[config.mk]
export PLATFORM = sky130hd
export DESIGN_NAME = mul_exec_top
export DESIGN_NICKNAME = d
export VERILOG_FILES = /design/src/source/rv32m_pkg.sv /design/src/source/mul_op_decoder.sv /design/src/source/multiplier.sv /design/src/source/multiply_unit.sv /design/src/source/mul_exec_top.sv
export VERILOG_INCLUDE_DIRS = /design/src /design/src/source
export SDC_FILE = /design/constraint.sdc
export NUM_CORES = 2
export LEC_CHECK = 0
export BUFFER_PORTS_ARGS = -buffer_cell sky130_fd_sc_hd__buf_2
export CAP_MARGIN = 20
export CORE_MARGIN = 5
export CORE_UTILIZATION = 44
export CTS_BUF_LIST = sky130_fd_sc_hd__clkbuf_16
export CTS_CLUSTER_DIAMETER = 30
export DETAILED_ROUTE_END_ITERATION = 10
export GPL_ROUTABILITY_DRIVEN = 1
export GPL_TIMING_DRIVEN = 1
export SLEW_MARGIN = 5
export SYNTH_ARGS = -nofsm -noshare
export SYNTH_HDL_FRONTEND = slang
export SYNTH_SLANG_ARGS = --single-unit
[constraint.sdc]
create_clock -name CLK -period 8.9 [get_ports CLK]
set_input_delay 0.445 -clock CLK [delete_from_list [all_inputs] [get_ports CLK]]
set_output_delay 0.445 -clock CLK [all_outputs]
set_load 0.02 [all_outputs]
[src/source/rv32m_consts.svh]
/* Widths and latency for the RV32M multiply path.
   MUL_STAGES must match the register stages built into the multiplier. */

`ifndef RV32M_CONSTS_SVH
`define RV32M_CONSTS_SVH

// data word width of the integer core.
`define XLEN 32

// destination register address width for 32 architectural registers.
`define REG_ADDR_W 5

// cycles from an accepted start to the finished pulse.
`define MUL_STAGES 3

`endif

[src/source/rv32m_pkg.sv]
/* Shared types for the RV32M multiply path.
   Division encodings are not represented here. */

package rv32m_pkg;

`include "rv32m_consts.svh"

  // signedness of the two operands with the first operand named first.
  typedef enum logic [1:0] {
    SIGNED          = 2'b00, // both operands signed.
    UNSIGNED        = 2'b01, // both operands unsigned.
    SIGNED_UNSIGNED = 2'b10, // first signed and second unsigned.
    UNSIGNED_SIGNED = 2'b11  // first unsigned and second signed.
  } sign_type_t;

  // multiply group of the M extension funct3 field.
  // codes with bit 2 set are the divide group and have no name here.
  typedef enum logic [2:0] {
    MUL    = 3'd0, // low word of signed x signed.
    MULH   = 3'd1, // high word of signed x signed.
    MULHSU = 3'd2, // high word of signed x unsigned.
    MULHU  = 3'd3  // high word of unsigned x unsigned.
  } mul_funct3_t;

  // the two result words of a full product with the upper word first.
  typedef struct packed {
    logic [`XLEN-1:0] hi;
    logic [`XLEN-1:0] lo;
  } product_words_t;

  // the full product is written as one value and read back as words.
  typedef union packed {
    logic [2*`XLEN-1:0] value;
    product_words_t     words;
  } product_t;

endpackage

[src/source/mul_op_decoder.sv]
/* Purely combinational decode of the M extension funct3 field.
   Divide codes (bit 2 set) are refused and never start the multiplier. */

`timescale 1ns/1ps

module mul_op_decoder
  import rv32m_pkg::*;
(
  input  logic       start,        // one-cycle request from the execute stage.
  input  logic [2:0] funct3,       // raw funct3 of the instruction.
  output logic       start_mu,     // start strobe for the multiply unit.
  output sign_type_t is_signed,    // operand signedness.
  output logic       high_low_sel  // 1 selects the upper product word.
);

  mul_funct3_t op;
  logic        is_div;

  // the enum only names the multiply codes, so the cast keeps all 3 bits.
  assign op = mul_funct3_t'(funct3);

  // bit 2 marks the divide group, which belongs to a separate unit.
  assign is_div = funct3[2];

  // a divide code must not reach the multiplier at all.
  assign start_mu = start & ~is_div;

  always_comb begin
    // safe values for codes the multiplier does not serve.
    is_signed    = SIGNED;
    high_low_sel = 1'b0;
    case (op)
      MUL: begin
        is_signed    = SIGNED;          // low word is the same for any signedness.
        high_low_sel = 1'b0;
      end
      MULH: begin
        is_signed    = SIGNED;
        high_low_sel = 1'b1;
      end
      MULHSU: begin
        is_signed    = SIGNED_UNSIGNED; // rs1 is signed and rs2 unsigned.
        high_low_sel = 1'b1;
      end
      MULHU: begin
        is_signed    = UNSIGNED;
        high_low_sel = 1'b1;
      end
      default: begin
        // divide group. start_mu is already masked above.
        is_signed    = SIGNED;
        high_low_sel = 1'b0;
      end
    endcase
  end

endmodule

[src/source/multiplier.sv]
/* Three-stage pipelined 32x32 multiplier with a full 64-bit product.
   A new operation may start every cycle. The first operand is the multiplier port. */

`timescale 1ns/1ps

`include "rv32m_consts.svh"

module multiplier
  import rv32m_pkg::*;
(
  input  logic             CLK,
  input  logic             nRST,
  input  logic [`XLEN-1:0] multiplicand,  // second operand.
  input  logic [`XLEN-1:0] multiplier,    // first operand.
  input  sign_type_t       is_signed,
  input  logic             start,
  output logic             finished,      // product is valid this cycle.
  output logic             next_finished, // product is valid next cycle.
  output product_t         product
);

  localparam int HALF = `XLEN / 2;

  logic               mplier_signed, mcand_signed;
  logic               mplier_neg, mcand_neg;
  logic [`XLEN-1:0]   mplier_mag, mcand_mag;
  logic [2:0]         valid;           // one bit per stage.

  // stage 1 registers.
  logic [`XLEN-1:0]   mag_a_q, mag_b_q;
  logic               neg_s1_q;

  // stage 2 registers.
  logic [`XLEN-1:0]   pp_ll_q, pp_lh_q, pp_hl_q, pp_hh_q;
  logic               neg_s2_q;

  logic [2*`XLEN-1:0] mid_lh, mid_hl;
  logic [2*`XLEN-1:0] sum;

  // the first operand is signed for SIGNED and SIGNED_UNSIGNED.
  assign mplier_signed = (is_signed == SIGNED) || (is_signed == SIGNED_UNSIGNED);
  // the second operand is signed for SIGNED and UNSIGNED_SIGNED.
  assign mcand_signed  = (is_signed == SIGNED) || (is_signed == UNSIGNED_SIGNED);

  assign mplier_neg = mplier_signed & multiplier[`XLEN-1];
  assign mcand_neg  = mcand_signed & multiplicand[`XLEN-1];

  // the magnitude of the most negative value is 2**31, which still fits unsigned.
  assign mplier_mag = mplier_neg ? -multiplier : multiplier;
  assign mcand_mag  = mcand_neg ? -multiplicand : multiplicand;

  // the valid bits mark which stages hold an operation.
  always_ff @(posedge CLK or negedge nRST) begin
    if (!nRST) begin
      valid <= '0;
    end else begin
      valid <= {valid[1:0], start}; // one step per stage.
    end
  end

  assign next_finished = valid[1];
  assign finished      = valid[2];

  // stage 1 holds unsigned magnitudes and the sign of the result.
  always_ff @(posedge CLK) begin
    if (start) begin
      mag_a_q  <= mplier_mag;
      mag_b_q  <= mcand_mag;
      neg_s1_q <= mplier_neg ^ mcand_neg;
    end
  end

  // stage 2 forms four 16x16 partial products.
  always_ff @(posedge CLK) begin
    if (valid[0]) begin
      pp_ll_q  <= mag_a_q[HALF-1:0] * mag_b_q[HALF-1:0];
      pp_lh_q  <= mag_a_q[HALF-1:0] * mag_b_q[`XLEN-1:HALF];
      pp_hl_q  <= mag_a_q[`XLEN-1:HALF] * mag_b_q[HALF-1:0];
      pp_hh_q  <= mag_a_q[`XLEN-1:HALF] * mag_b_q[`XLEN-1:HALF];
      neg_s2_q <= neg_s1_q;
    end
  end

  // the cross terms sit HALF bits up in the 64-bit sum.
  assign mid_lh = {{HALF{1'b0}}, pp_lh_q, {HALF{1'b0}}};
  assign mid_hl = {{HALF{1'b0}}, pp_hl_q, {HALF{1'b0}}};

  // the outer terms do not overlap, so they concatenate without an adder.
  assign sum = {pp_hh_q, pp_ll_q} + mid_lh + mid_hl; // cannot overflow 64 bits.

  // stage 3 adds up and restores the sign in two's complement.
  always_ff @(posedge CLK) begin
    if (valid[1]) begin
      product.value <= neg_s2_q ? -sum : sum;
    end
  end

endmodule

[src/source/multiply_unit.sv]
/* Multiply wrapper for the execute stage. There is no back-pressure, so the consumer
   takes wdata_mu and reg_rd_mu in the cycle that done_mu is high. */

`timescale 1ns/1ps

`include "rv32m_consts.svh"

module multiply_unit
  import rv32m_pkg::*;
(
  input  logic                  CLK,
  input  logic                  nRST,
  input  logic                  start_mu,
  input  sign_type_t            is_signed,
  input  logic                  high_low_sel, // 1 returns the upper word.
  input  logic [`XLEN-1:0]      rs1_data,
  input  logic [`XLEN-1:0]      rs2_data,
  input  logic [`REG_ADDR_W-1:0] reg_rd,
  output logic                  done_mu,
  output logic                  busy_mu,
  output logic [`XLEN-1:0]      wdata_mu,
  output logic [`REG_ADDR_W-1:0] reg_rd_mu
);

  localparam int LAST = `MUL_STAGES - 1;

  logic [`XLEN-1:0]                   op_first, op_second;
  sign_type_t                         mode;
  logic                               next_done;
  product_t                           product;
  logic [`MUL_STAGES-1:0]             sel_pipe; // high/low select per stage.
  logic [`MUL_STAGES-1:0][`REG_ADDR_W-1:0] rd_pipe; // destination per stage.

  // SIGNED_UNSIGNED is turned into UNSIGNED_SIGNED by swapping the operands.
  // the multiplier then never sees a signed first operand with an unsigned second.
  assign op_first  = (is_signed == SIGNED_UNSIGNED) ? rs2_data : rs1_data;
  assign op_second = (is_signed == SIGNED_UNSIGNED) ? rs1_data : rs2_data;
  assign mode      = (is_signed == SIGNED_UNSIGNED) ? UNSIGNED_SIGNED : is_signed;

  multiplier u_multiplier (
    .CLK           (CLK),
    .nRST          (nRST),
    .multiplicand  (op_second),
    .multiplier    (op_first),
    .is_signed     (mode),
    .start         (start_mu),
    .finished      (done_mu),
    .next_finished (next_done),
    .product       (product)
  );

  // select and rd follow each operation down the pipeline.
  // the last stage only loads when a result arrives, so rd_out holds between results.
  always_ff @(posedge CLK or negedge nRST) begin
    if (!nRST) begin
      sel_pipe <= '0;
      rd_pipe  <= '0;
    end else begin
      sel_pipe[0] <= high_low_sel;
      rd_pipe[0]  <= reg_rd;
      for (int i = 1; i < LAST; i++) begin
        sel_pipe[i] <= sel_pipe[i-1];
        rd_pipe[i]  <= rd_pipe[i-1];
      end
      if (next_done) begin
        sel_pipe[LAST] <= sel_pipe[LAST-1]; // lines up with done_mu.
        rd_pipe[LAST]  <= rd_pipe[LAST-1];
      end
    end
  end

  assign wdata_mu  = sel_pipe[LAST] ? product.words.hi : product.words.lo;
  assign reg_rd_mu = rd_pipe[LAST];

  // busy is only raised in the cycle of a new request.
  assign busy_mu = start_mu & ~done_mu;

endmodule

[src/source/mul_exec_top.sv]
/* Multiply path of the RV32M execute stage built from the decoder and the multiply unit.
   Results come out exactly MUL_STAGES cycles after start, in issue order. */

`timescale 1ns/1ps

`include "rv32m_consts.svh"

module mul_exec_top
  import rv32m_pkg::*;
(
  input  logic                   CLK,
  input  logic                   nRST,
  input  logic                   start,    // at most one instruction per cycle.
  input  logic [2:0]             funct3,
  input  logic [`XLEN-1:0]       rs1_data,
  input  logic [`XLEN-1:0]       rs2_data,
  input  logic [`REG_ADDR_W-1:0] rd,
  output logic                   done,
  output logic                   busy,
  output logic [`XLEN-1:0]       wdata,
  output logic [`REG_ADDR_W-1:0] rd_out
);

  logic       start_mu;
  sign_type_t is_signed;
  logic       high_low_sel;

  mul_op_decoder u_decoder (
    .start        (start),
    .funct3       (funct3),
    .start_mu     (start_mu),
    .is_signed    (is_signed),
    .high_low_sel (high_low_sel)
  );

  multiply_unit u_multiply_unit (
    .CLK          (CLK),
    .nRST         (nRST),
    .start_mu     (start_mu),
    .is_signed    (is_signed),
    .high_low_sel (high_low_sel),
    .rs1_data     (rs1_data),
    .rs2_data     (rs2_data),
    .reg_rd       (rd),
    .done_mu      (done),
    .busy_mu      (busy),
    .wdata_mu     (wdata),
    .reg_rd_mu    (rd_out)
  );

endmodule

==> metrics.cfg <==
[outcome]
run_status = finished, final reports clean

[drt]
vias = 35700
dr.pass1.iters = 6
viasPerCell = 5.29
wl_per_cell_um = 19.4
drt_iter0_drc = 2355
drc = 0
wirelength_um = 131000
ant_nets = 0

[setup_path]
reg2reg_from = u_multiply_unit.u_multiplier.mag_a_q[6]$_DFFE_PP_
r2r_cells = 23
cp_num_cells = 23
path_class = reg2reg
cp-startpoint = u_multiply_unit.u_multiplier.mag_a_q[6]$_DFFE_PP_
endpoint_kind = flip-flop
cp_max_fo = 23
setup.worst_path.end = u_multiply_unit.u_multiplier.pp_ll_q[28]$_DFFE_PP_
slowest_delay_ns = 0.77
crit_chain = buf_4 -> and2_1 -> fa_1 -> inv_1 -> fa_1 -> fa_1 -> inv_1 -> fa_1 -> fa_1 -> inv_1 -> fa_1 -> inv_1 -> ha_1 -> nand2_1 -> o21ai_0 -> a31oi_1 -> a211o_1 -> a2111oi_0 -> o21a_1 -> o21ai_0 -> a211oi_1 -> a21oi_1 -> xnor2_1
path_delay_family = adder cells
worstReg2RegEnd = u_multiply_unit.u_multiplier.pp_ll_q[28]$_DFFE_PP_
r2r_setup_slack_ns = 1.23
cp_slowest_cell = edfxtp_1
crit_path_frequent_cell = fa_1
critical_path_required_ns = 9.27
critPathLaunchType = flip-flop
crit_buf_inv = 5
cp.arrival_ns = 8.03

[sta]
tightest_slew_ns = 1.14
finalCritPeriodShare_pct = 86.2
grt_setup_unrepaired = no
finalHoldViolCount = 0
clock_skew_ns = 0.0233
slew_viol_final = 0
slew_headroom_pct = 23.9
fin_tns_setup_ns = 0
layout_min_cycle_time_ns = 7.67
max_freq_mhz = 130
setup_violations = 0

[global_routing]
grt_pass1_vias = 36800
grt_pass1_wl_um = 208000
track_usage_pct = 22.5
grt_overflow_total = 0
antenna_found_initial = 1
grt_max_degree = 75

[logic_synthesis]
synth_top_area_share_pct = 33.0
synthTopCellsByArea = fa_1 33%, edfxtp_1 16%, ha_1 11%, inv_1 7.1%, and2_1 6.2%
yosysTopAreaCell = fa_1
seq_area_frac_synth_pct = 16.9
synth-seq-cells = 279
syn_inst = 5187
async_flop_share_pct = 7.53
synth_cell_types = 82
synth_nets = 6522
synth_edf_count = 258
netlist_area_um2 = 49100
yosysWarnings = 0
avgSynthCellArea_um2 = 9.46
yosys-top-cells-count = 934 x inv_1, 809 x fa_1, 679 x nand2_1
yosysMostFrequentCell = inv_1
synth-main-ff-cell = edfxtp_1

[clock_network]
cts_resized = 0
cts_setup_buffers = 0
htreeDepth = 2
cts_hold_buf = 6
cts_root_buf = clkbuf_16
path_clk_slew_ns = 0.05
numCtsBuffers = 60
cts_buffer_depth = 3
clkLatencyLatePin_ns = 0.63
cts_num_sinks = 279
cts_tree = yes

[flow_run]
drv_cap = 0

[place]
gp_congestion = 0.871
dp_hpwl_um = 105000
io_buffers = 113

[floorplanning]
num_rows = 122
start_util_pct = 44.4
dieArea_um2 = 118000
die_h_um = 344
ios = 114
core_area_um2 = 111000
dieWidth_um = 344

[cells_and_area]
final.fill_count = 10400
fin_nets = 6551
drive_gt1_share_pct = 7.27
syn2layout_area_growth_pct = 9.33

[hold_path]
hold_class = in2reg

-- through the flow --
stage                     hold slack (ns)  std cells  area (um^2)  worst slack (ns)  util (%)
after floorplan                     0.149       5187        49100              2.30         -
after CTS                           0.147       6752        53600              1.36      48.4
final                               0.201       6759        53700              1.23      48.5
after global routing                0.203       6756        53700             0.802      48.5
after global placement              0.333       6631        51300              1.40      46.3
after detailed placement            0.337       6632        51300              1.37      46.3
-- kinds of logic (layout without fill, tap and decap cells) --
logic type | after synthesis | after routing | synth area share [%]
compound gates | 511 | 511 | 6.91
xor+xnor | 262 | 262 | 4.68
fa+ha+maj | 1260 | 1260 | 44.5
buf+inv | 1184 | 1265 | 9.13
flops | 279 | 279 | 16.9
mux | 102 | 102 | 2.18
other cells | 0 | 3 | 0
simple gates | 1589 | 1589 | 15.8
-- sequential cells by signal, indices dropped and copies added (netlist names) --
| signal | flops |
|---|---|
| u_multiply_unit.u_multiplier.mag_b_q | 32 |
| u_multiply_unit.u_multiplier.pp_lh_q | 32 |
| u_multiply_unit.sel_pipe | 3 |
| u_multiply_unit.rd_pipe | 10 |
| u_multiply_unit.u_multiplier.product | 64 |
| u_multiply_unit.u_multiplier.pp_ll_q | 32 |
| u_multiply_unit.u_multiplier.pp_hl_q | 32 |
| u_multiply_unit.u_multiplier.neg_s1_q | 1 |
| u_multiply_unit.u_multiplier.pp_hh_q | 32 |
| u_multiply_unit.u_multiplier.neg_s2_q | 1 |
| u_multiply_unit.reg_rd_mu | 5 |
| u_multiply_unit.u_multiplier.valid | 3 |
| u_multiply_unit.u_multiplier.mag_a_q | 32 |
-- layer usage --
layer | GRT usage, % | vias to the layer above | share of wire (%)
met4 | 4.67 | 0 | 2.2
met2 | 35.0 | 1187 | 44
met1 | 32.6 | 18000 | 46
met5 | 0 | - | 0
li1 | - | 16400 | -
met3 | 4.89 | 169 | 8.2
-- cell type report --
type / count / area (um^2) / area share (%)
well taps: 1488 / 1860 / 3.47
flip-flops and latches: 279 / 8280 / 15.4
clock buffers: 61 / 1530 / 2.84
clock inverters: 53 / 694 / 1.29
repair buffers: 217 / 1450 / 2.70
diodes: 3 / 7.51 / 0.0140
multi-input cells: 3724 / 36300 / 67.7
inverters: 934 / 3510 / 6.53
-- worst min path at each step --
stage | depth (start not counted) | end | start | slack (ns)
finish | 3 | u_multiply_unit.u_multiplier.mag_a_q[0]$_DFFE_PP_ | rs2_data[0] | 0.20
global route | 3 | u_multiply_unit.u_multiplier.mag_b_q[0]$_DFFE_PP_ | rs2_data[0] | 0.20
CTS | 3 | u_multiply_unit.u_multiplier.mag_a_q[0]$_DFFE_PP_ | rs2_data[0] | 0.15
detailed placement | 0 | u_multiply_unit.sel_pipe[1]$_DFF_PN0_ | u_multiply_unit.sel_pipe[0]$_DFF_PN0_ | 0.34
global placement | 0 | u_multiply_unit.rd_pipe[5]$_DFF_PN0_ | u_multiply_unit.rd_pipe[0]$_DFF_PN0_ | 0.33
floorplan | 0 | u_multiply_unit.rd_pipe[0]$_DFF_PN0_ | nRST | 0.15
-- cells in the final DEF (no fill, tap or decap), types with 33 or more instances in the layout --
cell type / instances
xnor2_1: 182
nor2_1: 163
nand2_1: 679
mux2_2: 38
buf_2: 113
edfxtp_1: 258
xor2_1: 80
nor3_1: 91
mux2i_1: 64
o21ai_0: 106
a21o_1: 48
a21oi_1: 117
a31oi_1: 33
inv_1: 938
nand3_1: 39
clkbuf_16: 61
buf_4: 92
fa_1: 809
and2_1: 484
ha_1: 451
-- worst min-delay path: cells and delay by family --
| family | cells | cell delay [ns] |
|---|---|---|
| buffers and inverters | 1 | 0.14 |
| AND/OR/NAND/NOR | 2 | 0.13 |
Power is left out: the tool's default activity adds up to more than one toggle a clock period on the data nets, which glitch-free logic cannot reach.
